--- src/logic/rms_norm_pkg.sv ---
/*
 * Shared lane count, widths and element types for the RMS-norm engine
 */
package rms_norm_pkg;

  // Lanes per beat and buffer depth in beats
  localparam int BUS_NUM   = 4;
  localparam int MAX_BEATS = 16;

  // Element count, up to 64 elements per vector
  localparam int LEN_W = 7;

  // 64 squares of -128 add up to 2^20
  localparam int SUM_W  = 21;
  localparam int ROOT_W = 11;

  // Reciprocal root with 12 fraction bits, 2^12 / 1 still fits
  localparam int RECIP_FRAC = 12;
  localparam int INV_W      = 13;

  // One lane element, used for data, gamma and output
  typedef logic signed [7:0] elem_t;

  // One beat of BUS_NUM elements
  typedef elem_t [BUS_NUM-1:0] lanes_t;

  // Arithmetic shift amount
  typedef logic [4:0] shift_t;

endpackage

--- src/logic/vector_buffer.sv ---
/*
 * Beat store for one vector. Keeps data and gamma side by side and
 * replays them in order through a registered valid/ready slot
 */
module vector_buffer #(
  parameter int BUS_NUM = rms_norm_pkg::BUS_NUM
) (
  input  logic                                       clk,
  input  logic                                       rst_n,
  input  logic                                       accept,
  input  rms_norm_pkg::elem_t [BUS_NUM-1:0]          in_data,
  input  rms_norm_pkg::elem_t [BUS_NUM-1:0]          in_gamma,
  input  logic                                       rd_en,
  input  logic [$clog2(rms_norm_pkg::MAX_BEATS)-1:0] rd_addr,
  input  logic                                       rd_last,
  input  logic                                       pipe_ready,
  output logic                                       rd_valid,
  output rms_norm_pkg::elem_t [BUS_NUM-1:0]          x_beat,
  output rms_norm_pkg::elem_t [BUS_NUM-1:0]          gamma_beat,
  output logic                                       beat_last,
  output logic                                       rd_fire
);

  import rms_norm_pkg::*;

  localparam int ADDR_W = $clog2(MAX_BEATS);

  typedef struct packed {
    elem_t [BUS_NUM-1:0] gamma;
    elem_t [BUS_NUM-1:0] x;
  } entry_t;

  entry_t            mem [MAX_BEATS];
  entry_t            rd_entry;
  logic [ADDR_W-1:0] wr_ptr;

  // Write pointer rewinds once the final beat has gone out for replay
  always_ff @(posedge clk or negedge rst_n) begin
    if (!rst_n) begin
      wr_ptr <= '0;
    end else if (rd_fire && rd_last) begin
      wr_ptr <= '0;
    end else if (accept) begin
      wr_ptr <= wr_ptr + 1'b1;
    end
  end

  always_ff @(posedge clk) begin
    if (accept) begin
      mem[wr_ptr] <= '{gamma: in_gamma, x: in_data};
    end
  end

  // Read slot refills when empty or being taken by the pipe
  assign rd_fire = rd_en && (!rd_valid || pipe_ready);

  always_ff @(posedge clk or negedge rst_n) begin
    if (!rst_n) begin
      rd_valid  <= 1'b0;
      beat_last <= 1'b0;
    end else if (rd_fire) begin
      rd_valid  <= 1'b1;
      beat_last <= rd_last;
    end else if (pipe_ready) begin
      rd_valid  <= 1'b0;
    end
  end

  always_ff @(posedge clk) begin
    if (rd_fire) begin
      rd_entry <= mem[rd_addr];
    end
  end

  assign x_beat     = rd_entry.x;
  assign gamma_beat = rd_entry.gamma;

endmodule

--- config.mk ---
export PLATFORM = sky130hd
export DESIGN_NAME = vector_buffer
export DESIGN_NICKNAME = d
export VERILOG_FILES = /design/src/logic/rms_norm_pkg.sv /design/src/logic/vector_buffer.sv
export SDC_FILE = /design/constraint.sdc
export NUM_CORES = 1
export LEC_CHECK = 0
export ABC_AREA = 1
export BUFFER_PORTS_ARGS = -buffer_cell sky130_fd_sc_hd__buf_2
export CORE_MARGIN = 5
export CORE_UTILIZATION = 35
export DETAILED_ROUTE_END_ITERATION = 10
export GPL_TIMING_DRIVEN = 1
export MAX_ROUTING_LAYER = met4
export PLACE_DENSITY_LB_ADDON = 0.08
export SYNTH_ARGS = -nofsm -noshare
export SYNTH_HDL_FRONTEND = slang
export SYNTH_SLANG_ARGS = --single-unit
--- constraint.sdc ---
create_clock -name clk -period 8.8 [get_ports clk]
set_input_delay 1.76 -clock clk [delete_from_list [all_inputs] [get_ports clk]]
set_output_delay 1.76 -clock clk [all_outputs]
set_load 0.005 [all_outputs]
# Yosys cells after proc, flatten, opt, wreduce, memory -nomap -nowiden
# Memory sizes are Yosys's and may differ from the RTL's. A register that Yosys moved wholly into a read port is not among the register bits.
# Cells that the tools add are included.
[totals]
elab_cells = 17
regBits = 6
memories = 1
ram_bits = 1024
output_inout_bits = 67
input_bits = 74
[op_classes]
add_sub_neg = 1
mux = 6
reduce_logical = 6
[mem_list]
columns = ["memory", "words", "width", "rd", "rd_ports_with_merged_regs", "write_ports", "line", "source"]
rows = [
  ["mem", 16, 64, 1, 1, 1, "vector_buffer.sv:33", "entry_t mem [MAX_BEATS];"],
]
[ops]
columns = ["op", "count"]
rows = [
  ["$mux W4", 2],
  ["$add A4 B1 Y4 const B", 1],
  ["$mux W1", 4],
  ["$reduce_bool A2 Y1", 2],
  ["$logic_and A1 B1 Y1", 2],
  ["$logic_not A1 Y1", 1],
  ["$logic_or A1 B1 Y1", 1],
]

# Depth between registers and ports, before layout
[depth]
depth_word = 5
mapped_depth = 10
depth_no_buf = 7

# Least setup slack after synthesis
# No wires, ideal clock.
[synth_path]
path_type = "input port to flip-flop"
start = "input accept"
end = "memory mem[11][0] (netlist bit), enable pin"
stages = 3
slack_ns = 3.454
setup_time_ns = 0.486
required_ns = 8.314
t_arrival_ns = 4.859
n_path_buf = 1
path_cell_list = "clkbuf_1 -> nand2_1 -> nor2_1"
[synth_via]
elab_chain_cells = 2
[synth_lines]
columns = ["element", "line", "source"]
rows = [
  ["start, declared", "vector_buffer.sv:10", "input logic accept,"],
  ["$mux W1", "vector_buffer.sv:49", "if (accept) begin"],
  ["$mux W1 (implied by the code)", "vector_buffer.sv:50", "mem[wr_ptr] <= '{gamma: in_gamma, x: in_data};"],
  ["end, declared", "vector_buffer.sv:33", ""],
]
# Every way passes these cells.

# Worst setup path after layout
[layout_path]
start = "input pipe_ready"
end = "output rd_fire"
[layout_via]
elab_chain_cells = 2
[layout_lines]
columns = ["element", "line", "source"]
rows = [
  ["start, declared", "vector_buffer.sv:16", "input logic pipe_ready,"],
  ["$logic_or A1 B1 Y1", "vector_buffer.sv:55", "assign rd_fire = rd_en && (!rd_valid || pipe_ready);"],
  ["$logic_and A1 B1 Y1", "vector_buffer.sv:55", ""],
  ["end, declared", "vector_buffer.sv:21", "output logic rd_fire"],
]
# Every way passes these cells.

==> summary.md <==
| Metric | Value |
|---|---|
| Mapped Cells | 4244 |
| Met2 routed WL | 60500 um |
| Post-CTS Setup Repair Bufs | 0 |
| Vias in the first global route | 28100 |
| Largest family of logic cells by synthesized area | simple AND/OR/NAND/NOR gates |
| PnR Total Power | 12100 uW |
| Post-Synth XOR/XNOR Area | 0.0189% |
| Syn. warnings | 0 |
| Synth unique cells | 20 |
| Die Y | 373 um |
| Pint | 9150 uW |
| Worst hold path class | reg -> reg |
| Final WL | 130000 um |
| PortBufs | 140 |
| Post-Layout Cell Count | 6221 |
| Sw Ratio | 24.5% |
| Post-Place Cells | 5979 |
| Slew headroom | 18.4% |
| CTS tree | built |
| CP Max Fanout | 20 |
| CTS Buf Count | 131 |
| Core box area | 131000 sq um |
| Max_cap viols | 0 |
| First-pass GRT wire length | 191000 um |
| Mux cell area share after synthesis | 0% |
| Flop pwr share | 50.5% |
| # setup viols final | 0 |
| CP required | 7.04 ns |
| Syn avg cell area | 10.9 sq um |
| PD cells | 232 nW/um^2 |
| Ratio of cells with drive above 1 in the final layout | 8.48% |
| Metal-1 WL | 60800 um |
| Slew @ Worst Pin | 1.22 ns |
| Post-DRT Antenna Nets | 0 |
| Clk sink count | 1094 |
| CTS clk-pin slew, worst paths | 0.06 ns |
| Vias post-DR | 28800 |
| # DRC | 0 |
| Mean routed wirelength per cell | 20.8 um |
| Initial Util | 35.2% |
| Placement Cell Area | 48400 sq um |
| Met3 wire length | 5520 um |
| Largest net degree at the start of global routing | 322 |
| Peak supply drop | 0.179 mV |
| CP arrival | 2.68 ns |
| Synth-to-layout area growth | 13.1% |
| PostCTS Resize Cnt | 0 |
| Complex-gate fraction of the synthesized area | 0.0325% |
| Syn_nets | 4322 |
| Final Cell Area | 52300 sq um |
| RSZ-0062 raised after global routing | no |
| P_sw | 2970 uW |
| FF+latch count, synth | 1094 |
| Final Hold Fails | 0 |
| Initial antenna violation count | 17 |
| Bufs on Longest Clock Path | 3 |
| Post-route clock period utilization | 50.4% |
| Row count | 133 |
| Max H-tree Level | 4 |
| Final Critical Period | 4.44 ns |
| Max Freq | 225 MHz |
| Post-synthesis simple-gate area fraction | 19.5% |
| Top Metal Used | met4 |
| Combinational share of power | 8.0% |
| Clock share of power | 41.5% |
| Adder-Cell Fraction of Synth Area | 0.108% |
| GRT Resource Usage Total | 19.0% |
| Critical Path End Type | output pin |
| Vias per cell | 4.63 |
| Gpl congestion | 0.711 |
| Die ar. | 139000 sq um |
| Startpoint Class | input pin |
| Die X-Extent | 373 um |
| Slew Limit Fails | 0 |
| Root buffer selected by CTS | clkbuf_16 |
| I/O Pins | 141 |
| Outcome | finished clean |
| Clock Latency Late Sink | 0.75 ns |
| Synthesized area | 46200 sq um |
| Nets | 4435 |
| Fin Clk Skew | 0.0274 ns |
| Drt first pass iters | 7 |
| Sequential fraction of the synthesis area | 71.0% |
| Detailed Route Iter0 Violations | 2136 |
| Hold Buf Count CTS | 0 |
| Dpl hpwl | 61000 um |
| Leakage | 0.0219 uW |
| Critical path class | in -> out |
| Setup TNS | 0 ns |
| Grt ovf | 0 |
## path summary, 6_finish.rpt
check	startpoint	endpoint	slack (ns)	cells past startpoint
setup / recovery	pipe_ready	rd_fire	4.36	6
hold / removal	beat_last	beat_last	0.48	2
setup reg to reg	wr_ptr[1]	mem[13][18]	5.53	6
hold reg to reg	beat_last	beat_last	0.48	2
max in group asynchronous	rst_n	wr_ptr[3]	7.82	1
min in group asynchronous	rst_n	beat_last	0.83	1
## final cells by class
type | count | area (sq um)
well taps | 1755 | 2200
diodes | 9 | 22.5
multi-input cells | 2157 | 9230
flip-flops and latches | 1094 | 32800
clock buffers | 169 | 3520
inverters | 781 | 2980
clock inverters | 64 | 417
fillers | 12800 | 79100
repair buffers | 192 | 1140
## per-layer routing
metal	up-vias	GRT usage, %
met1	14000	25.7
met3	191	3.17
li1	14000	-
met2	552	29.9
met5	-	-
met4	0	4.86
## logic make-up after synthesis
family | after synthesis
flops | 1094
simple gates | 2149
buf+inv | 993
fa+ha+maj | 4
compound gates | 3
xor+xnor | 1
## stage by stage
stage | worst slack [ns] | hold slack (ns) | utilization, %
detailed placement | 4.01 | 0.475 | 36.8
CTS | 4.33 | 0.490 | 39.8
finish | 4.36 | 0.483 | 39.8
floorplan | 3.45 | 0.474 | -
global placement | 4.01 | 0.466 | 36.8
global route | 4.30 | 0.531 | 39.8
## layout by cell type, fill, tap and decap left out, drive strengths merged
cell type  synthesis  routed
nand2           1362    1362
edfxtp          1088    1088
inv              781     787
nand3            769     769
buf              190     192
clkbuf            22     169
clkinv             0      55
nor2              16      16
diode              0       9
dfrtp              6       6
ha                 4       4
o21ai              2       2
bufinv             0       2
xor2               1       1
nand4              1       1
a21oi              1       1
or2                1       1
clkinvlp           0       1
## worst max-delay path, stage by stage
cell and delay [ns]:
buf_2 0.07, inv_1 0.03, nand2_1 0.06, nand2_1 0.11, inv_4 0.35, buf_2 0.21
## synthesized netlist by cell type
cell type | number | share of area (%)
nand2_1 | 1362 | 11
edfxtp_1 | 1088 | 71
inv_1 | 778 | 6.3
nand3_1 | 769 | 8.3
buf_2 | 102 | 1.1
buf_6 | 46 | 1.1
buf_4 | 26 | 0.42
clkbuf_1 | 22 | 0.18
nor2_1 | 16 | 0.13
buf_1 | 15 | 0.12
dfrtp_1 | 6 | 0.32
ha_1 | 4 | 0.11
inv_2 | 2 | 0.016
o21ai_0 | 2 | 0.022
a21oi_1 | 1 | 0.011
buf_8 | 1 | 0.032
inv_6 | 1 | 0.019
nand4_1 | 1 | 0.014
or2_2 | 1 | 0.014
xor2_1 | 1 | 0.019
## registers in the layout, summed over array words and instances, names as in the netlist
name	count
beat_last	1
gamma_beat	32
mem	1024
rd_valid	1
wr_ptr	4
x_beat	32
## power groups by stage
stage	combinational, uW	sequential [uW]	clock [uW]
floorplan	554	6230	0
global placement	1010	6220	0
detailed placement	1010	6220	0
CTS	1010	6120	5190
global route	1100	6130	5370
finish	974	6110	5030
Note: power is estimated with default switching activity, not from simulation.
