### src/logic/rms_norm_pkg.sv
/*
 * Shared lane count, widths and element types for the RMS-norm engine
 */
package rms_norm_pkg;

  // Lanes per beat and buffer depth in beats
  localparam int BUS_NUM   = 4;
  localparam int MAX_BEATS = 16;

  // Element count, up to 64 elements per vector
  localparam int LEN_W = 7;

  // 64 squares of -128 add up to 2^20
  localparam int SUM_W  = 21;
  localparam int ROOT_W = 11;

  // Reciprocal root with 12 fraction bits, 2^12 / 1 still fits
  localparam int RECIP_FRAC = 12;
  localparam int INV_W      = 13;

  // One lane element, used for data, gamma and output
  typedef logic signed [7:0] elem_t;

  // One beat of BUS_NUM elements
  typedef elem_t [BUS_NUM-1:0] lanes_t;

  // Arithmetic shift amount
  typedef logic [4:0] shift_t;

endpackage

### src/logic/rms_norm_ctrl.sv
/*
 * Engine sequencer. Holds the configuration, steps each vector through
 * load, compute and replay, and addresses the buffer for replay
 */
module rms_norm_ctrl (
  input  logic                                       clk,
  input  logic                                       rst_n,
  input  logic                                       cfg_valid,
  input  logic [rms_norm_pkg::LEN_W-1:0]             cfg_len,
  input  rms_norm_pkg::shift_t                       cfg_k_shift,
  input  rms_norm_pkg::shift_t                       cfg_out_shift,
  input  logic                                       in_valid,
  input  logic                                       inv_valid,
  input  logic                                       rd_fire,
  input  logic                                       out_fire,
  output logic                                       in_ready,
  output logic                                       accept,
  output logic                                       vec_done,
  output logic                                       start,
  output rms_norm_pkg::shift_t                       k_shift,
  output rms_norm_pkg::shift_t                       out_shift,
  output logic                                       rd_en,
  output logic [$clog2(rms_norm_pkg::MAX_BEATS)-1:0] rd_addr,
  output logic                                       rd_last
);

  import rms_norm_pkg::*;

  typedef enum logic [1:0] {PH_LOAD, PH_COMPUTE, PH_REPLAY} phase_t;

  phase_t           phase;
  logic [LEN_W-1:0] len_beats;
  logic [LEN_W-1:0] last_beat;
  logic [LEN_W-1:0] beat_cnt;
  logic [LEN_W-1:0] out_cnt;
  logic             rd_done;
  logic             cfg_open;

  assign last_beat = len_beats - 1'b1;
  assign in_ready  = (phase == PH_LOAD);
  assign accept    = in_valid && in_ready;
  assign vec_done  = accept && (beat_cnt == last_beat);
  // Config only lands before the first beat of a vector
  assign cfg_open  = in_ready && (beat_cnt == '0);
  assign rd_en     = (phase == PH_REPLAY) && !rd_done;
  assign rd_last   = (LEN_W'(rd_addr) == last_beat);

  always_ff @(posedge clk or negedge rst_n) begin
    if (!rst_n) begin
      len_beats <= LEN_W'(1);
      k_shift   <= '0;
      out_shift <= '0;
    end else if (cfg_valid && cfg_open) begin
      len_beats <= LEN_W'(cfg_len / BUS_NUM);
      k_shift   <= cfg_k_shift;
      out_shift <= cfg_out_shift;
    end
  end

  always_ff @(posedge clk or negedge rst_n) begin
    if (!rst_n) begin
      phase    <= PH_LOAD;
      beat_cnt <= '0;
      out_cnt  <= '0;
      rd_addr  <= '0;
      rd_done  <= 1'b0;
      start    <= 1'b0;
    end else begin
      // Sum register holds the final beat one cycle after vec_done
      start <= vec_done;
      case (phase)
        PH_LOAD: begin
          if (vec_done) begin
            beat_cnt <= '0;
            phase    <= PH_COMPUTE;
          end else if (accept) begin
            beat_cnt <= beat_cnt + 1'b1;
          end
        end
        PH_COMPUTE: begin
          if (inv_valid) begin
            phase   <= PH_REPLAY;
            rd_addr <= '0;
            rd_done <= 1'b0;
            out_cnt <= '0;
          end
        end
        PH_REPLAY: begin
          if (rd_fire && rd_last) begin
            rd_done <= 1'b1;
          end else if (rd_fire) begin
            rd_addr <= rd_addr + 1'b1;
          end
          // Last output handshake reopens the input
          if (out_fire && out_cnt == last_beat) begin
            phase <= PH_LOAD;
          end else if (out_fire) begin
            out_cnt <= out_cnt + 1'b1;
          end
        end
        default: phase <= PH_LOAD;
      endcase
    end
  end

endmodule

### config.mk
export PLATFORM = sky130hd
export DESIGN_NAME = rms_norm_ctrl
export DESIGN_NICKNAME = d
export VERILOG_FILES = /design/src/logic/rms_norm_pkg.sv /design/src/logic/rms_norm_ctrl.sv
export SDC_FILE = /design/constraint.sdc
export NUM_CORES = 1
export LEC_CHECK = 0
export BUFFER_PORTS_ARGS = -buffer_cell sky130_fd_sc_hd__buf_2
export CORE_ASPECT_RATIO = 1.75
export CORE_MARGIN = 10
export CORE_UTILIZATION = 49
export CTS_CLUSTER_DIAMETER = 30
export DETAILED_ROUTE_END_ITERATION = 8
export HOLD_SLACK_MARGIN = 0.05
export PLACE_DENSITY = 0.73
export SYNTH_ARGS = -nofsm -noshare
export SYNTH_HDL_FRONTEND = slang
export SYNTH_SLANG_ARGS = --single-unit
export TNS_END_PERCENT = 10
### constraint.sdc
create_clock -name clk -period 2.2 [get_ports clk]
set_input_delay 0.44 -clock clk [delete_from_list [all_inputs] [get_ports clk]]
set_output_delay 0.44 -clock clk [all_outputs]
set_load 0.01 [all_outputs]
# [After elaboration in Yosys (flattened, before gate mapping)]
# Cells that the tools add are included.
[totals] regBits=37
[op_classes] add_sub_neg=4 eq_ne=13 n_mux=17 n_reduce_logical=17
[op_table] cell="$mux W7" n=5
[op_table] cell="$add A7 B1 Y7 const B" n=2
[op_table] cell="$eq A7 B7 Y1" n=2
[op_table] cell="$pmux W7 S2" n=1
[op_table] cell="$mux W4" n=3
[op_table] cell="$ne A2 B2 Y1 const B" n=5
[op_table] cell="$pmux W4 S2" n=1
[op_table] cell="$reduce_and A4 Y1" n=2
[op_table] cell="$eq A4 B7 Y1" n=1
[op_table] cell="$logic_and A1 B1 Y1" n=7
[op_table] cell="$logic_not A7 Y1" n=1
[op_table] cell="$mux W2" n=3
[op_table] cell="$ne A2 B1 Y1 const B" n=3
[op_table] cell="$pmux W2 S3" n=1
[op_table] cell="$reduce_and A3 Y1" n=2
[op_table] cell="$sub A5 B1 Y6 const B" n=1
[op_table] cell="$add A4 B1 Y4 const B" n=1
[op_table] cell="$reduce_bool A2 Y1" n=2
[op_table] cell="$eq A2 B1 Y1 const B" n=1
[op_table] cell="$eq A2 B2 Y1 const B" n=1
[op_table] cell="$logic_not A2 Y1" n=1
[op_table] cell="$mux W1" n=2
[op_table] cell="$pmux W1 S2" n=1
[op_table] cell="$reduce_and A2 Y1" n=1
[op_table] cell="$logic_not A1 Y1" n=1

# [Depth between registers and ports, before layout]
[logic_depth] word_depth=5 mapped_depth=9 depth_no_buf=8

# [Least setup slack after synthesis]
# No wires, ideal clock.
[synth_timing] kind="reg2out" from="register len_beats[0]" to="output vec_done" arrival_ns=1.983 setup_slack_ns=-0.223 path_stages_with_launch=8 path_cell_list="dfstp_2 buf_6 inv_1 ha_1 nor3b_2 xnor2_1 xnor2_1 a2111oi_4"
[synth_via] elab_chain_len=3
[synth_lines] element="from (decl)" line_no="rms_norm_ctrl.sv:32" source="logic [LEN_W-1:0] len_beats;"
[synth_lines] element="from (signal assigned)" line_no="rms_norm_ctrl.sv:54" source="len_beats <= LEN_W'(cfg_len / BUS_NUM);"
[synth_lines] element="$sub A5 B1 Y6" line_no="rms_norm_ctrl.sv:39" source="assign last_beat = len_beats - 1'b1;"
[synth_lines] element="$eq A7 B7 Y1" line_no="rms_norm_ctrl.sv:42" source="assign vec_done = accept && (beat_cnt == last_beat);"
[synth_lines] element="$logic_and A1 B1 Y1" line_no="rms_norm_ctrl.sv:42"
[synth_lines] element="to (decl)" line_no="rms_norm_ctrl.sv:18" source="output logic vec_done,"
# Every way passes these cells.

# [Worst setup path after layout]
# Same ends and word-level chain as after synthesis.

==> results.json <==
{
  "overflow": 0,
  "cts-buffers-inserted": 5,
  "avgSynthCellArea_sq_um": 11.2,
  "required_ns": 1.76,
  "ctsHoldBuffers": 0,
  "synth_edf_count": 0,
  "worst_pin_slew_ns": 0.822,
  "fmax_mhz": 410,
  "num_vias": 1509,
  "cts_buffer_depth": 2,
  "slowest_delay_ns": 0.54,
  "die-area_sq_um": 7190,
  "ir_drop_mv": 1.08,
  "cp_cell_sequence": "inv_2 > ha_4 > xnor2_4 > xor2_1 > nand4_1 > a2111oi_4 > buf_2",
  "first_global_vias": 1570,
  "slew_headroom_pct": 45.2,
  "drc": 0,
  "layout.nets": 268,
  "die_y_um": 105,
  "crit_path_start_kind": "register",
  "hold_ws_ns": 0.234,
  "worst_slack_ns": -0.240,
  "cts_tree": "done",
  "p_total_w": 0.00386,
  "synth_warnings": 0,
  "setup_viol": 10,
  "multi_input_comb_area_sq_um": 1100,
  "ys_types": 36,
  "status": "finished, violations left",
  "post_drt_via_cell_ratio": 5.24,
  "clock-root-buffer": "clkbuf_8",
  "cpMaxStageDelayCell": "dfstp_2",
  "nFillCells": 331,
  "skew_ns": 0.00709,
  "grt_start_max_net_pins": 38,
  "final-seq-area_sq_um": 927,
  "end_kind": "output port",
  "antenna_left": 0,
  "layout-drive-gt1-share_pct": 38.8,
  "grt_pass1_wl_mm": 7.24,
  "postSynth.asyncResetShare_pct": 100,
  "antenna_found_initial": 0,
  "syn-num-nets": 210,
  "synth_ff_type": "dfrtp_1",
  "power-per-cell-area_nw_per_um2": 1510,
  "drtIter0Drc": 75,
  "place_inst": 276,
  "fin_cells": 288,
  "path_clk_slew_ns": 0.08,
  "numPortBuffers": 41,
  "fin_area_sq_um": 2550,
  "final_util_pct": 64.6,
  "hpwl_mm": 3.32,
  "cts.sinks": 37,
  "drt_pass1_iterations": 4,
  "critPathArrivalTime_ns": 2.00,
  "rsz0062_at_grt": "yes",
  "syn-instance-count": 181,
  "grtUsageTotal_pct": 12.8,
  "areaGrowthSynthToFinish_pct": 26.1,
  "synth_common_cells": "dfrtp_1, nand2_1, mux2_2",
  "place_area_sq_um": 2370,
  "violations": "negative setup slack",
  "pin_count": 44,
  "core.rowCount": 30,
  "wirelength_mm": 4.31,
  "synth_area_sq_um": 2020,
  "wl_per_cell_um": 14.9,
  "finalHoldViolations": 0,
  "synth_top_area_share_pct": 44.6,
  "initial_core_util_pct": 51.2,
  "slew_violations": 0,
  "core_sq_um": 3940,
  "criticalPathCategory": "register to output port",
  "cts_max_level": 2,
  "diodes": 0,
  "ys_seq_elements": 37,
  "post-route-min-period_ns": 2.44,
  "fin_crit_sh_pct": 111,
  "synth_top_cell_by_area": "dfrtp_1",
  "cap_violations": 0,
  "die_w_um": 68.5,
  "clock_latency_ns": 0.29,
  "synth-seq-area-share_pct": 45.9,
  "synth.area.top_cells": "dfrtp_1, mux2_2, mux2i_1",
  "p_leak_nw": 1.19,
  "hold_path.class": "input port to asynchronous set/reset pin",
  "crit_fanout": 2,
  "synth_most_common_cell": "dfrtp_1",
  "gp_congestion": 0.742
}
[sequential cells by signal, summed over array words and instances, names as in the netlist]
| signal | cells |
|---|---|
| beat_cnt | 7 |
| out_cnt | 7 |
| k_shift | 5 |
| len_beats | 5 |
| out_shift | 5 |
| rd_addr | 4 |
| phase | 2 |
| rd_done | 1 |
| start | 1 |
[repair_timing]
| item | 4_1_cts | 5_1_grt |
|---|---|---|
| pin swaps | 8 | 2 |
| resized for setup | 4 | 0 |
| gates cloned | 0 | 0 |
| endpoints found under the setup margin | 3 | 12 |
| buffers inserted | 2 | 2 |
[stage by stage]
| step | worst slack [ns] | TNS, ns |
|---|---|---|
| floorplan | -0.122 | -0.211 |
| global placement | -0.0164 | -0.0164 |
| detailed placement | -0.0295 | -0.0555 |
| CTS | -0.306 | -0.922 |
| global route | -0.380 | -2.42 |
| finish | -0.240 | -0.910 |
[routing by layer]
| layer | wire length, um | global-route usage, % | vias to the layer above |
|---|---|---|---|
| met5 | 0 | 0 | - |
| met4 | 91 | 5.35 | 0 |
| met3 | 231 | 3.74 | 8 |
| met2 | 2370 | 21.7 | 32 |
| met1 | 1620 | 13.9 | 726 |
| li1 | - | - | 743 |
[path summary, 6_finish.rpt]
| path | start | endpoint | slack, ns | cells past startpoint |
|---|---|---|---|---|
| setup / recovery | len_beats[0]$_DFFE_PN1P_ | vec_done | -0.24 | 7 |
| hold / removal | rst_n | out_cnt[2]$_DFFE_PN0P_ | 0.23 | 1 |
| setup reg to reg | len_beats[0]$_DFFE_PN1P_ | out_cnt[5]$_DFFE_PN0P_ | -0.09 | 9 |
| hold reg to reg | out_shift[4]$_DFFE_PN0P_ | out_shift[4]$_DFFE_PN0P_ | 0.50 | 1 |
| max in group asynchronous | rst_n | beat_cnt[5]$_DFFE_PN0P_ | 1.43 | 1 |
| min in group clk | cfg_len[4] | len_beats[2]$_DFFE_PN0P_ | 0.37 | 2 |
[layout by cell type, fill, tap and decap left out, types with 6 or more instances in the layout]
cell       n
buf_2     41
clkbuf_8   6
mux2i_1   12
dfrtp_1   36
nor2_1    13
mux2_2    15
nand2_1   19
buf_4     13
nand3_1    9
xor2_1    11
[worst max-delay path, delay by kind of cell (launching register included)]
family	cells	cell delay [ns]
DFF	1	0.54
buffers and inverters	2	0.23
xor gates and xnor gates	2	0.30
AOI/OAI and AO/OA	1	0.32
adders and majority gates	1	0.17
and+or+nand+nor	1	0.15
[report_power, final]
| part | internal [W] | switching (W) |
|---|---|---|
| registers | 0.000967 | 0.000334 |
| clock network | 0.000369 | 0.000253 |
| logic | 0.00102 | 0.000910 |
| total | 0.00236 | 0.00150 |
[cell families (layout without fill, tap and decap cells)]
| family | count (synthesis) | count (layout) | share of synthesized area (%) |
|---|---|---|---|
| adder cells (fa/ha/maj) | 5 | 5 | 3.10 |
| multiplexers | 27 | 27 | 14.3 |
| XOR/XNOR | 20 | 20 | 9.42 |
| AO/OA/AOI/OAI | 10 | 10 | 4.03 |
| flip-flops | 37 | 37 | 45.9 |
| buffers and inverters | 11 | 70 | 2.42 |
| AND/OR/NAND/NOR | 71 | 71 | 20.8 |
[area by class of cell]
type	instances	area share, %
clock inverters	2	1.47
clock buffers	6	3.24
inverters	7	1.03
flip-flops and latches	37	36.4
repair buffers	55	12.3
multi-input cells	133	43.2
well taps	48	2.36
Note: power is estimated with default switching activity, not from simulation.
