--- src/logic/rms_norm_pkg.sv ---
/*
 * Shared lane count, widths and element types for the RMS-norm engine
 */
package rms_norm_pkg;

  // Lanes per beat and buffer depth in beats
  localparam int BUS_NUM   = 4;
  localparam int MAX_BEATS = 16;

  // Element count, up to 64 elements per vector
  localparam int LEN_W = 7;

  // 64 squares of -128 add up to 2^20
  localparam int SUM_W  = 21;
  localparam int ROOT_W = 11;

  // Reciprocal root with 12 fraction bits, 2^12 / 1 still fits
  localparam int RECIP_FRAC = 12;
  localparam int INV_W      = 13;

  // One lane element, used for data, gamma and output
  typedef logic signed [7:0] elem_t;

  // One beat of BUS_NUM elements
  typedef elem_t [BUS_NUM-1:0] lanes_t;

  // Arithmetic shift amount
  typedef logic [4:0] shift_t;

endpackage

--- src/logic/norm_scale_pipe.sv ---
/*
 * Two-stage lane pipeline. x * gamma first, then times inv_rms,
 * arithmetic shift right and int8 saturation
 */
module norm_scale_pipe #(
  parameter int BUS_NUM = rms_norm_pkg::BUS_NUM
) (
  input  logic                              clk,
  input  logic                              rst_n,
  input  logic                              in_valid,
  input  rms_norm_pkg::elem_t [BUS_NUM-1:0] x_beat,
  input  rms_norm_pkg::elem_t [BUS_NUM-1:0] gamma_beat,
  input  logic                              beat_last,
  input  logic [rms_norm_pkg::INV_W-1:0]    inv_rms,
  input  rms_norm_pkg::shift_t              out_shift,
  input  logic                              out_ready,
  output logic                              in_ready,
  output logic                              out_valid,
  output rms_norm_pkg::elem_t [BUS_NUM-1:0] out_data,
  output logic                              out_last
);

  import rms_norm_pkg::*;

  localparam int PROD_W = 16;
  localparam int SCL_W  = PROD_W + INV_W + 1;

  logic signed [PROD_W-1:0] s1_prod [BUS_NUM];
  logic                     s1_valid;
  logic                     s1_last;
  logic                     s1_en;
  logic                     s2_en;
  elem_t [BUS_NUM-1:0]      sat_data;

  // Each stage moves when the one after it is empty or draining
  assign s2_en    = !out_valid || out_ready;
  assign s1_en    = !s1_valid || s2_en;
  assign in_ready = s1_en;

  // Stage 1
  always_ff @(posedge clk or negedge rst_n) begin
    if (!rst_n) begin
      s1_valid <= 1'b0;
      s1_last  <= 1'b0;
    end else if (s1_en) begin
      s1_valid <= in_valid;
      s1_last  <= in_valid && beat_last;
    end
  end

  always_ff @(posedge clk) begin
    if (s1_en && in_valid) begin
      for (int i = 0; i < BUS_NUM; i++) begin
        s1_prod[i] <= x_beat[i] * gamma_beat[i];
      end
    end
  end

  // Stage 2 arithmetic, >>> floors toward minus infinity
  always_comb begin
    logic signed [SCL_W-1:0] scaled;
    for (int i = 0; i < BUS_NUM; i++) begin
      scaled = s1_prod[i] * $signed({1'b0, inv_rms});
      scaled = scaled >>> out_shift;
      if (scaled > 127) begin
        sat_data[i] = 8'sd127;
      end else if (scaled < -128) begin
        sat_data[i] = -8'sd128;
      end else begin
        sat_data[i] = scaled[7:0];
      end
    end
  end

  always_ff @(posedge clk or negedge rst_n) begin
    if (!rst_n) begin
      out_valid <= 1'b0;
      out_last  <= 1'b0;
    end else if (s2_en) begin
      out_valid <= s1_valid;
      out_last  <= s1_valid && s1_last;
    end
  end

  always_ff @(posedge clk) begin
    if (s2_en && s1_valid) begin
      out_data <= sat_data;
    end
  end

endmodule

--- config.mk ---
export PLATFORM = sky130hd
export DESIGN_NAME = norm_scale_pipe
export DESIGN_NICKNAME = d
export VERILOG_FILES = /design/src/logic/rms_norm_pkg.sv /design/src/logic/norm_scale_pipe.sv
export SDC_FILE = /design/constraint.sdc
export NUM_CORES = 2
export LEC_CHECK = 0
export BUFFER_PORTS_ARGS = -buffer_cell sky130_fd_sc_hd__buf_2
export CORE_UTILIZATION = 40
export DETAILED_ROUTE_END_ITERATION = 7
export GPL_TIMING_DRIVEN = 0
export PLACE_DENSITY = 0.56
export SETUP_SLACK_MARGIN = 0.5
export SYNTH_ARGS = -nofsm -noshare
export SYNTH_HDL_FRONTEND = slang
export SYNTH_SLANG_ARGS = --single-unit
--- constraint.sdc ---
create_clock -name clk -period 10.7 [get_ports clk]
set_clock_uncertainty 0.1 [all_clocks]
set_input_delay 1.07 -clock clk [delete_from_list [all_inputs] [get_ports clk]]
set_output_delay 1.07 -clock clk [all_outputs]
set_load 0.005 [all_outputs]
Word-level counts from Yosys, hierarchy flattened
Memories as Yosys holds them, arrays and structs flattened.
Index checks and enable logic that the tools add are counted.
W data, S select, Z words.
{ "op_classes": {"mux": 6, "n_eq_ne": 0, "magnitude_cmp": 8, "n_shift": 4, "bitwise": 0, "n_reduce_logical": 8, "div_mod_pow": 0, "mul": 8, "n_addsub": 0} }
{ "op_table": {"columns": ["operator", "count"], "rows": [
  ["$gt A30 B8 Y1 const B", 4],
  ["$lt A30 B8 Y1 const B", 4],
  ["$mul A16 B14 Y30", 4],
  ["$sshr A30 B5 Y30", 4],
  ["$mul A8 B8 Y16", 4],
  ["$mux W8", 4],
  ["$logic_and A1 B1 Y1", 4],
  ["$logic_not A1 Y1", 2],
  ["$logic_or A1 B1 Y1", 2],
  ["$mux W1", 2]
]} }
{ "totals": {"inputBits": 87, "regBits": 36, "n_memories": 1, "mem_bits_ro": 0, "word_cells": 43, "latchBits": 0, "ram_bits": 64} }
{ "mem_list": {"columns": ["name", "depth", "word_bits", "read_ports", "rd_ports_with_merged_regs", "wr", "line_no", "source"], "rows": [
  ["s1_prod", 4, 16, 4, 0, 4, "norm_scale_pipe.sv:28", "logic signed [PROD_W-1:0] s1_prod [BUS_NUM];"]
]} }

Depth between registers and ports, before layout
{ "depth": {"ltp_word": 6, "mapped_depth": 32} }

Least setup slack after synthesis
No wires, ideal clock.
{ "synth_timing": {"path_type": "input -> register", "startpoint": "input inv_rms[2] in the netlist's numbering", "endpoint": "register out_data[11] in the netlist's numbering (data pin)", "n_path_buf": 3, "setup_slack_ns": 1.851, "arrival_ns": 8.474, "stages": 27, "cell_sequence": "clkbuf_1 clkbuf_1 nand2_1 inv_1 fa_1 fa_1 inv_1 fa_1 fa_1 fa_1 inv_1 fa_1 ha_1 clkbuf_1 a31o_4 a221o_1 a311o_1 a31oi_1 xor2_1 inv_1 mux2i_2 o21ai_1 o21bai_1 mux2i_1 o41a_1 o41ai_4 o21ai_1"} }
{ "synth_via": {"elab_chain_len": 4, "word_cells_on_any_way": 5, "cone_classes": "mul (1); order compare (2); shift (1); mux (1)"} }
{ "synth_rtl": {"columns": ["element", "line_no", "source"], "rows": [
  ["start: declaration", "norm_scale_pipe.sv:14", "input logic [rms_norm_pkg::INV_W-1:0] inv_rms,"],
  ["$mul A16 B14 Y30 *", "norm_scale_pipe.sv:63", "scaled = s1_prod[i] * $signed({1'b0, inv_rms});"],
  ["$sshr A30 B5 Y30 *", "norm_scale_pipe.sv:64", "scaled = scaled >>> out_shift;"],
  ["$lt A30 B8 Y1", "norm_scale_pipe.sv:67", "end else if (scaled < -128) begin"],
  ["$mux W8", "norm_scale_pipe.sv:67", null],
  ["end signal: assignment", "norm_scale_pipe.sv:87", "out_data <= sat_data;"],
  ["end: declaration", "norm_scale_pipe.sv:19", "output rms_norm_pkg::elem_t [BUS_NUM-1:0] out_data,"]
]} }
Every way passes the cells marked *; elsewhere a longest branch is shown, timed or not.
A chain may end at the register's enable or synchronous reset.

Worst setup path in the final report
{ "layout_timing": {"startpoint": "input inv_rms[11] in the netlist's numbering", "endpoint": "register out_data[5] in the netlist's numbering (data pin)"} }
Same word-level chain as after synthesis.

==> impl_metrics.env <==
export IMPL_grt_overflow_total=0
export IMPL_first_global_vias=48866
export IMPL_core_um2=135000
export IMPL_dp_hpwl_mm=182
export IMPL_ys_warn_count=0
export IMPL_synth_most_common_cell="fa_1"
export IMPL_synthFlopType="edfxtp_1"
export IMPL_hold_viol_final=0
export IMPL_first_pass_iters=8
export IMPL_clockBufferDepth=2
export IMPL_hp_class="primary input to async pin"
export IMPL_r2r_slack_ns=1.09
export IMPL_critPathKind="primary input to flip-flop"
export IMPL_r2r_end="out_data[11]"
export IMPL_clkLatencyLatePin_ns=0.46
export IMPL_multi_input_area_um2=47100
export IMPL_io_buffers=104
export IMPL_worst_pin_slew_ns=1.49
export IMPL_fillCellCount=13791
export IMPL_clock_sinks=100
export IMPL_ys_ff_latch=100
export IMPL_crit_arrival_ns=10.24
export IMPL_antenna_found_initial=9
export IMPL_place_congestion=1.06
export IMPL_cts_buffers=9
export IMPL_drc=8
export IMPL_crit_path_end="out_data[5]"
export IMPL_synth_fp_nets=7877
export IMPL_cp_max_fo=12
export IMPL_vias=48541
export IMPL_cts_root_buf="clkbuf_16"
export IMPL_critPathRequiredTime_ns=10.83
export IMPL_synth_top_cell_by_area="fa_1"
export IMPL_syn_instance_count=6350
export IMPL_synth_common_cells="1,028 x fa_1, 942 x nand2_1, 923 x inv_1, 416 x and2_1, 412 x ha_1"
export IMPL_violations="design-rule violations, max-capacitance violations, max-slew violations"
export IMPL_post_drt_wl_per_cell_um=26.4
export IMPL_final_min_clock_period_ns=10.11
export IMPL_seq_area_um2=2980
export IMPL_seq_area_frac_synth_pct=5.46
export IMPL_nNetsFinal=8004
export IMPL_cts_tree="built"
export IMPL_ios=122
export IMPL_cp_common_cell="fa_1"
export IMPL_cap_violations=1
export IMPL_vias_per_cell=5.87
export IMPL_startpoint_type="primary input"
export IMPL_grt_max_degree=65
export IMPL_crit_path_start="inv_rms[11]"
export IMPL_area_growth_pct=6.62
export IMPL_rows=135
export IMPL_setup_viol=0
export IMPL_slowest_stage="nor4_1"
export IMPL_drive_above_1_share_pct=5.74
export IMPL_synthArstFlopShare_pct=4.00
export IMPL_die_w_um=372
export IMPL_grt_pass1_wl_mm=324
export IMPL_yosysTopAreaCellShare_pct=37.7
export IMPL_cpPeakStageDelay_ns=0.67
export IMPL_die_h_um=372
export IMPL_slew_headroom_pct=-0.577
export IMPL_synth_area_per_cell_um2=8.60
export IMPL_synth_cell_types=99
export IMPL_synth_area_top_cells="fa_1 38%, ha_1 9.4%, nand2_1 6.5%"
export IMPL_die_area_um2=138000
export IMPL_fin_util_pct=43.0
export IMPL_fmax_ghz=0.0989
export IMPL_rsz0062_at_grt="yes"
export IMPL_routed_wl_mm=218
export IMPL_rr_worst_depth=26
export IMPL_synth_edf_count=96
export IMPL_fin_crit_sh_pct=94.5
export IMPL_grtUsageTotal_pct=31.8
export IMPL_critPathCaptureType="flip-flop"
export IMPL_syn_area_um2=54600
export IMPL_status="finished with violations"
export IMPL_detail_route_antenna_nets=0
export IMPL_drv_slew=1
export IMPL_initial_utilization_pct=40.3
export IMPL_clkTransAtPathRegs_ns=0.08
export IMPL_finalSetupTns_ns=0
export IMPL_htree_levels=3
export IMPL_drtIter0Drc=5118
export IMPL_cts_hold_buf=0
export IMPL_regToRegStartpoint="s1_prod[1][15]"
==> critical path, delay by kind of cell <==
| kind | cells | cell delay [ns] |
|---|---|---|
| AO/OA/AOI/OAI | 11 | 3.31 |
| adder cells (fa/ha/maj) | 7 | 2.95 |
| buffers and inverters | 5 | 1.62 |
| AND/OR/NAND/NOR | 3 | 1.24 |
==> flip-flops by register name (all words and copies together) (netlist names) <==
| signal | count |
|---|---|
| s1_last | 1 |
| out_data | 32 |
| s1_valid | 1 |
| out_valid | 1 |
| s1_prod | 64 |
| out_last | 1 |
==> routing by layer <==
| layer | global-route usage [%] | part of all wire (%) | up-vias | wire [um] |
|---|---|---|---|---|
| li1 | - | - | 21189 | - |
| met1 | 43.6 | 43 | 24300 | 92600 |
| met2 | 47.7 | 42 | 2507 | 92500 |
| met3 | 6.25 | 9.1 | 537 | 19900 |
| met4 | 15.5 | 5.9 | 8 | 12900 |
| met5 | 0 | 0.022 | - | 48 |
==> placed cells by master (no fill, tap or decap), types with 38 or more instances in the layout <==
cell      netlist  final
nor2_1        260    258
a211oi_1       74     72
nand3_1        65     65
and2_1        416    415
nand4_1        45     45
a21oi_1       248    241
fa_1         1028   1028
a21o_1         68     68
edfxtp_1       96     96
nand2b_1       56     56
inv_1         923    919
xnor2_1       139    135
o21a_1         38     38
o211ai_1       80     80
buf_2           9    113
clkbuf_2        0     78
o22ai_1        40     40
clkbuf_1      316    233
mux2i_1        95     93
nand2_1       942    942
nor3_1         81     77
o21ai_0       205    195
ha_1          412    412
==> worst min-delay path by stage <==
| stage | end | cells after the start | startpoint | slack, ns |
|---|---|---|---|---|
| after CTS | out_last | 1 | rst_n | 0.33 |
| after floorplan | s1_last | 2 | s1_last | 0.37 |
| after global placement | out_last | 2 | out_last | 0.36 |
| after global routing | s1_valid | 1 | rst_n | 0.33 |
| after detailed placement | out_last | 2 | out_last | 0.37 |
| final | out_valid | 1 | rst_n | 0.34 |
==> metrics by stage <==
step | hold WS [ns] | instances | setup slack [ns] | cell area [um2]
after detailed placement | 0.365 | 8237 | -1.89 | 57400
after CTS | 0.333 | 8256 | 0.513 | 57900
after global routing | 0.335 | 8262 | 0.486 | 58300
after floorplan | 0.369 | 6350 | 1.85 | 54600
final | 0.341 | 8266 | 0.589 | 58300
after global placement | 0.360 | 8235 | -1.87 | 57400
==> cell type report <==
class / count / area share [%]
clock inverter: 6 / 0.0966
antenna: 4 / 0.0172
multi-input combinational: 4966 / 80.9
sequential: 100 / 5.12
tap: 1781 / 3.82
timing repair buffer: 116 / 1.09
inverter: 926 / 5.99
clock buffer: 9 / 0.387
buffer: 358 / 2.57
==> cells by family (layout without fill, tap and decap cells) <==
| family | count (synthesis) | count (layout) | share of synthesized area (%) |
|---|---|---|---|
| other | 0 | 4 | 0 |
| AOI/OAI and AO/OA | 1146 | 1146 | 14.4 |
| and+or+nand+nor | 2054 | 2054 | 17.9 |
| xor gates and xnor gates | 181 | 181 | 2.90 |
| adders and majority gates | 1440 | 1440 | 47.1 |
| muxes | 145 | 145 | 3.35 |
| DFF | 100 | 100 | 5.46 |
| buffers and inverters | 1284 | 1415 | 8.87 |
==> what timing repair did <==
item | CTS | global route
setup endpoints to repair | 28 | 28
pin swaps | 2 | 6
setup buffers | 4 | 6
resized for setup | 70 | 133
Power is not shown: default switching activity piles up to over one toggle a cycle in this logic, so the estimate is an artifact.
