**config.mk**
```make
export PLATFORM = sky130hd
export DESIGN_NAME = inv_rms_unit
export DESIGN_NICKNAME = d
export VERILOG_FILES = /design/src/logic/rms_norm_pkg.sv /design/src/logic/inv_rms_unit.sv
export SDC_FILE = /design/constraint.sdc
export NUM_CORES = 1
export LEC_CHECK = 0
export BUFFER_PORTS_ARGS = -buffer_cell sky130_fd_sc_hd__buf_2
export CORE_ASPECT_RATIO = 0.7
export CORE_UTILIZATION = 51
export CTS_BUF_LIST = sky130_fd_sc_hd__clkbuf_8
export DETAILED_ROUTE_END_ITERATION = 10
export HOLD_SLACK_MARGIN = 0.08
export PLACE_DENSITY = 0.7
export SYNTH_ARGS = -nofsm -noshare
export SYNTH_HDL_FRONTEND = slang
export SYNTH_SLANG_ARGS = --single-unit
```
**constraint.sdc**
```tcl
create_clock -name clk -period 10.7 [get_ports clk]
set_clock_uncertainty 0.15 [all_clocks]
set_input_delay 0.535 -clock clk [delete_from_list [all_inputs] [get_ports clk]]
set_output_delay 0.535 -clock clk [all_outputs]
set_load 0.005 [all_outputs]
```
**src/logic/rms_norm_pkg.sv**
```systemverilog
/*
 * Shared lane count, widths and element types for the RMS-norm engine
 */
package rms_norm_pkg;

  // Lanes per beat and buffer depth in beats
  localparam int BUS_NUM   = 4;
  localparam int MAX_BEATS = 16;

  // Element count, up to 64 elements per vector
  localparam int LEN_W = 7;

  // 64 squares of -128 add up to 2^20
  localparam int SUM_W  = 21;
  localparam int ROOT_W = 11;

  // Reciprocal root with 12 fraction bits, 2^12 / 1 still fits
  localparam int RECIP_FRAC = 12;
  localparam int INV_W      = 13;

  // One lane element, used for data, gamma and output
  typedef logic signed [7:0] elem_t;

  // One beat of BUS_NUM elements
  typedef elem_t [BUS_NUM-1:0] lanes_t;

  // Arithmetic shift amount
  typedef logic [4:0] shift_t;

endpackage

```
**src/logic/inv_rms_unit.sv**
```systemverilog
/*
 * Inverse RMS. Mean square by shift, bitwise floor square root, then a
 * restoring division of 2^RECIP_FRAC by the root
 */
module inv_rms_unit (
  input  logic                           clk,
  input  logic                           rst_n,
  input  logic                           start,
  input  logic [rms_norm_pkg::SUM_W-1:0] sum,
  input  rms_norm_pkg::shift_t           k_shift,
  output logic [rms_norm_pkg::INV_W-1:0] inv_rms,
  output logic                           inv_valid
);

  import rms_norm_pkg::*;

  localparam int RAD_W = 2 * ROOT_W;
  localparam int REM_W = ROOT_W + 3;
  localparam int CNT_W = $clog2(INV_W);

  typedef enum logic [1:0] {ST_IDLE, ST_SQRT, ST_DIV, ST_FIN} state_t;

  state_t            state;
  logic [CNT_W-1:0]  step;
  logic [RAD_W-1:0]  rad;
  logic [REM_W-1:0]  rem;
  logic [ROOT_W-1:0] root;
  logic [ROOT_W-1:0] drem;
  logic [INV_W-1:0]  quo;
  logic [REM_W-1:0]  rem_sh;
  logic [REM_W-1:0]  trial;
  logic              sq_bit;
  logic [ROOT_W:0]   drem_sh;
  logic              dv_bit;

  // -------------------------------------------------------------------------
  // One root bit and one quotient bit per cycle
  // -------------------------------------------------------------------------
  always_comb begin
    rem_sh  = {rem[REM_W-3:0], rad[RAD_W-1 -: 2]};
    trial   = {1'b0, root, 2'b01};
    sq_bit  = (rem_sh >= trial);
    // Dividend bits leave the top of quo as quotient bits enter below
    drem_sh = {drem, quo[INV_W-1]};
    dv_bit  = (drem_sh >= {1'b0, root});
  end

  // -------------------------------------------------------------------------
  // Sequencing, ROOT_W + INV_W + 2 cycles from start to inv_valid
  // -------------------------------------------------------------------------
  always_ff @(posedge clk or negedge rst_n) begin
    if (!rst_n) begin
      state     <= ST_IDLE;
      step      <= '0;
      inv_valid <= 1'b0;
    end else begin
      inv_valid <= 1'b0;
      case (state)
        ST_IDLE: begin
          if (start) begin
            state <= ST_SQRT;
            step  <= '0;
          end
        end
        ST_SQRT: begin
          if (step == CNT_W'(ROOT_W - 1)) begin
            state <= ST_DIV;
            step  <= '0;
          end else begin
            step <= step + 1'b1;
          end
        end
        ST_DIV: begin
          if (step == CNT_W'(INV_W - 1)) begin
            state <= ST_FIN;
          end else begin
            step <= step + 1'b1;
          end
        end
        ST_FIN: begin
          state     <= ST_IDLE;
          inv_valid <= 1'b1;
        end
        default: state <= ST_IDLE;
      endcase
    end
  end

  always_ff @(posedge clk) begin
    case (state)
      ST_IDLE: begin
        if (start) begin
          rad  <= RAD_W'(sum >> k_shift);
          rem  <= '0;
          root <= '0;
        end
      end
      ST_SQRT: begin
        rad  <= rad << 2;
        rem  <= sq_bit ? rem_sh - trial : rem_sh;
        root <= {root[ROOT_W-2:0], sq_bit};
        drem <= '0;
        quo  <= INV_W'(1) << RECIP_FRAC;
      end
      ST_DIV: begin
        // A zero root sets every quotient bit, giving 8191
        drem <= dv_bit ? ROOT_W'(drem_sh - {1'b0, root}) : drem_sh[ROOT_W-1:0];
        quo  <= {quo[INV_W-2:0], dv_bit};
      end
      ST_FIN: inv_rms <= quo;
      default: ;
    endcase
  end

endmodule

```
== Yosys cells after proc, flatten, opt, wreduce, memory -nomap -nowiden ==
Cells that the tools add are included.
Word-level totals
  register bits after elaboration: 89
  input port bits: 29
  output and inout port bits: 14
  logic and storage cells: 50
Operators by class
  add/subtract/negate cells: 3
  order comparisons: 2
  eq/ne operators: 9
  shift-type cells: 1
  muxes and demuxes: 19
  reduce and logical (&&, ||, !) cells: 7
Operator list (number)
  11-bit case mux with 2 select lines: 2
  22-bit case mux with 2 select lines: 1
  13-bit case mux with 2 select lines: 1
  12-bit two-way mux: 2
  12-bit case mux with 2 select lines: 1
  11-bit two-way mux: 2
  22-bit two-way mux: 1
  21-bit by 5-bit right shift with 22-bit output: 1
  14-bit by 13-bit >= comparator with 1-bit output: 1
  12-bit by 11-bit >= comparator with 1-bit output: 1
  4-bit two-way mux: 3
  4-bit case mux with 3 select lines: 1
  12-bit subtractor: 1
  11-bit subtractor: 1
  4-bit equality test (second input constant): 2
  2-bit inequality test (second input constant): 4
  2-bit case mux with 4 select lines: 1
  2-bit two-way mux: 3
  3-bit AND reduction: 2
  4-bit by 1-bit adder with 4-bit output (second input constant): 1
  2-bit equality test (second input constant): 2
  2-bit nonzero test: 2
  3-bit nonzero test: 1
  2-bit by 1-bit equality test with 1-bit output (second input constant): 1
  3 further kinds: 3

== Logic depth before layout (Yosys ltp) ==
  word-level depth: 3
  depth in mapped cells: 11
  mapped depth without buffers: 10

== Least setup slack after synthesis ==
No wires, ideal clock.
  path type: register to register
  from: reg state[1]
  to: reg rad[0], enable pin
  setup time: 510 ps
  data arrival time: 4130 ps
  required time: 10040 ps
  slack: 5910 ps
  cell stages (with the launch flop): 6
  path buffers: 1
  clock period less this slack: 4790 ps
  cell sequence: dfrtp_1 > inv_1 > ha_1 > clkbuf_1 > inv_2 > o21ai_0
On the way
  cells in the longest elaborated chain, start to end: 3
  elaborated cells on any way between the ends: 5
  classes of those cells: 2 x eq/ne; 3 x reduce/logical
Ends and longest elaborated chain
  from (decl): line inv_rms_unit.sv:23  | state_t state;
  from (signal assigned): line inv_rms_unit.sv:53  | state <= ST_IDLE;
  from (signal assigned): line inv_rms_unit.sv:61  | state <= ST_SQRT;
  from (signal assigned): line inv_rms_unit.sv:67  | state <= ST_DIV;
  2-bit by 1-bit equality test with 1-bit output or 2-bit logical NOT (tied branches): line inv_rms_unit.sv:90  | case (state)
  2-bit nonzero test (no source line) or 2-bit inequality test (tied branches)
  2-bit AND reduction (no source line) (*)
  to (signal assigned): line inv_rms_unit.sv:93  | rad <= RAD_W'(sum >> k_shift);
  to (signal assigned): line inv_rms_unit.sv:99  | rad <= rad << 2;
  to (decl): line inv_rms_unit.sv:25  | logic [RAD_W-1:0] rad;
Mark *: on every way between the ends. The rest lies on a longest branch, timed or not.
A chain may end at the register's enable or synchronous reset.

== Final worst setup path ==
  from: reg root[0]
  to: reg rem[10] (data pin)
On the way
  cells in the longest elaborated chain, start to end: 3
  elaborated cells on any way between the ends: 4
  classes of those cells: 1 x add/sub; 1 x order compare; 2 x mux
Ends and longest elaborated chain
  from (decl): line inv_rms_unit.sv:27  | logic [ROOT_W-1:0] root;
  from (signal assigned): line inv_rms_unit.sv:101  | root <= {root[ROOT_W-2:0], sq_bit};
  12-bit subtractor or 14-bit by 13-bit >= comparator with 1-bit output (tied branches): line inv_rms_unit.sv:100, inv_rms_unit.sv:42
  12-bit two-way mux (*): line inv_rms_unit.sv:100  | rem <= sq_bit ? rem_sh - trial : rem_sh;
  12-bit case mux with 2 select lines (*): line inv_rms_unit.sv:90
  to (signal assigned): line inv_rms_unit.sv:100
  to (decl): line inv_rms_unit.sv:26  | logic [REM_W-1:0] rem;
Marked as above.

==> results by group <==
Critical path
  – CP required: 10,640 ps
  – WP data arrival: 3140 ps
  – Setup crit start kind: register
  – Type of the worst setup path: register to register
  – CP endpoint kind: register
  – Crit path max fanout: 16

Logic synthesis
  – Ys Warns: 0
  – Largest family of logic cells by synthesized area: compound AO/OA/AOI/OAI gates
  – Synthesized cell area: 0.00547 sq mm
  – Main synth FF type: edfxtp_1
  – Post-synthesis mux area share: 11.3%
  – Compound-gate portion of the synthesized area: 15.1%
  – Syn_nets: 549
  – #FFs+latches synth: 89
  – Post-synthesis sequential area ratio: 48.2%
  – Post-synth EDFFs: 82
  – Largest cells by area after synthesis: edfxtp_1 45%, ha_1 7.1%, mux2i_1 4.9%, mux4_2 4.9%, nor2_1 3.4%
  – XOR/XNOR Fraction of Synth Area: 2.24%
  – Mean post-synth cell area: 11.2 sq um
  – Dominant cell type by area after synthesis: edfxtp_1
  – Post-Synthesis Cells: 488
  – Count leader, synth: edfxtp_1
  – Simple-gate area share of the yosys netlist: 11.7%
  – Post-synth ARST share: 7.87%
  – Post-synth top area share: 45.0%
  – Post-synthesis adder-cell area fraction: 7.46%
  – Synth cell types: 60
  – Post-synth top cells: 82 x edfxtp_1, 49 x nor2_1, 35 x nand2_1

Clock tree
  – Clk Latency, worst-skew pair: 350 ps
  – Post_cts resized: 0
  – Htree depth: 3
  – CTS buffer count: 9
  – Root Driver: clkbuf_8
  – Clock tree buffer depth: 2
  – CTS sink cnt: 89
  – Clock-pin slew on the worst setup and hold paths: 90 ps
  – TritonCTS clock tree: built

Placement
  – DPL Wire Length: 7620 um
  – Placed instance count: 641
  – DP Worst Slack: 7520 ps
  – IO buf count: 42
  – RD Place Congestion: 0.854

Power
  – PD cells: 343 mW/mm^2
  – Final Power: 2.03 mW
  – Switching share of power: 41.5%
  – Comb power frac: 55.1%
  – Sequential power share: 35.2%
  – Sw power: 0.843 mW
  – Pleak: 2.39 nW
  – Pint: 1.19 mW
  – Clk pwr share: 9.7%
  – Worst vdd ir: 169 uV

Drt
  – Total number of vias: 3,807
  – Final ANT Viol Nets: 0
  – # DRC: 0
  – Final wirelength: 10,500 um
  – Pre-antenna DRT Iters: 4
  – Initial DRC count: 210
  – WL/cell: 16.0 um
  – Vias per inst: 5.79

Layout
  – Ant. Diodes: 0
  – Nets: 582
  – Area Growth Syn to Fin: 8.51%
  – Layout cells sized above 1: 16.2%
  – Fin cells: 658

Floorplanning
  – Die area: 0.0111 sq mm
  – Initial core utilization: 52.6%
  – Die width: 126 um
  – Core Box Area: 0.0104 sq mm
  – Cell row count: 31
  – Die H: 88.6 um
  – I/O pin count: 43

Timing
  – Final Worst Setup Slack: 7500 ps
  – Slew Limit Fails: 0
  – Final setup vio count: 0
  – Fmax: 0.313 GHz
  – Hold Vio Cnt, Final: 0
  – Relative slew slack: 20.3%
  – Actual slew at the worst max-slew pin: 1200 ps
  – Crit path time final: 3200 ps
  – Setup TNS: 0 ps
  – Hold WS: 297 ps
  – Final cycle utilization of the critical path: 29.9%
  – RSZ-0062 raised after global routing: false

Job
  – Max-cap viol count: 0

Worst hold path
  – Worst Hold Class: register to register

Global routing
  – Vias in the first global route: 3,603
  – Overall routing resource usage: 19.9%
  – Initial antenna violation count: 0
  – First-pass GRT wire length: 17,300 um
  – Largest net degree at the start of global routing: 46
  – Overflow after GRT: 0

Run status
  – Status: finished clean
==> per-stage QoR <==
step / util, % / area (sq um)
finish: 57.1 / 5930
global route: 57.1 / 5930
CTS: 57.1 / 5930
detailed placement: 55.4 / 5760
global placement: 55.4 / 5760
floorplan: - / 5470
==> worst max-delay path, cell delays in order, from the launching register on <==
cell and delay (ps):
edfxtp_1 420, inv_1 100, ha_1 300, nand2b_1 140
a21oi_1 130, o211ai_2 210, a21oi_2 100, a2111oi_4 1050
mux2i_1 290, nor2_1 50
==> worst paths after layout <==
check	from	end	cells after the start	slack (ps)
worst max-delay path	root[0]	rem[10]	9	7500
worst min-delay path	quo[8]	inv_rms[8]	0	300
worst max register to register	root[0]	rem[10]	9	7500
worst min register to register	quo[8]	inv_rms[8]	0	300
max in group asynchronous	rst_n	inv_valid	2	9850
min in group asynchronous	rst_n	step[1]	2	390
==> registers in the layout, indices dropped and copies added (netlist names) <==
signal and flops:
rad 22, root 11, state 2, step 4
inv_rms 13, drem 11, inv_valid 1, rem 12
quo 13
==> routing by layer <==
| metal | vias to the layer above | wire (um) | track usage [%] |
|---|---|---|---|
| met2 | 83 | 4840 | 32.9 |
| met3 | 10 | 469 | 4.35 |
| li1 | 1890 | - | - |
| met5 | - | 0 | 0 |
| met1 | 1824 | 5170 | 26.8 |
| met4 | 0 | 68 | 5.59 |
==> power by group through the flow <==
stage | Sequential [mW] | Clock, mW | Combinational [mW]
after floorplan | 0.709 | 0 | 0.897
after global routing | 0.732 | 0.214 | 1.26
after detailed placement | 0.723 | 0 | 1.11
final | 0.716 | 0.196 | 1.12
after CTS | 0.718 | 0.204 | 1.12
after global placement | 0.719 | 0 | 1.08
==> cells by family (layout without fill, tap and decap cells) <==
group                    after synthesis  in the layout
buffers and inverters                 51             89
XOR/XNOR                              14             14
AND/OR/NAND/NOR                      137            137
AO/OA/AOI/OAI                        119            119
flip-flops                            89             89
multiplexers                          46             46
adder cells (fa/ha/maj)               32             32
==> cell type report <==
cell class	instances	area, sq um
fill	908	4460
sequential	89	2640
multi-input combinational	348	2630
timing repair buffer	44	228
tap	132	165
clock buffer	9	124
inverter	29	109
clock inverter	7	40.0
==> cells in the final DEF, fill, tap and decap left out, types with 4 or more instances in the layout <==
cell type	synthesis	routed
inv_1	27	29
ha_1	31	31
dfrtp_1	7	7
o21ai_0	29	28
o22ai_1	4	4
mux2i_1	27	27
a21oi_1	22	22
nor3_1	6	6
mux4_2	12	12
buf_2	4	42
nor2_1	49	49
and2_1	13	13
nand3_1	5	5
a22oi_1	4	4
o21a_1	9	9
nand2_1	35	35
mux2_2	7	7
a211oi_1	9	9
and3_1	7	7
xnor2_1	11	11
a22o_1	5	5
nor2b_1	11	11
clkbuf_8	0	9
a21o_1	5	5
a31oi_1	5	5
a211o_1	5	5
edfxtp_1	82	82
==> what timing repair did <==
| action | 4_1_cts | 5_1_grt |
|---|---|---|
| buffers inserted | 0 | 0 |
| hold endpoints to repair | 7 | 0 |
| hold buffers | 1 | 0 |
Note: power is estimated with default switching activity, not from simulation.
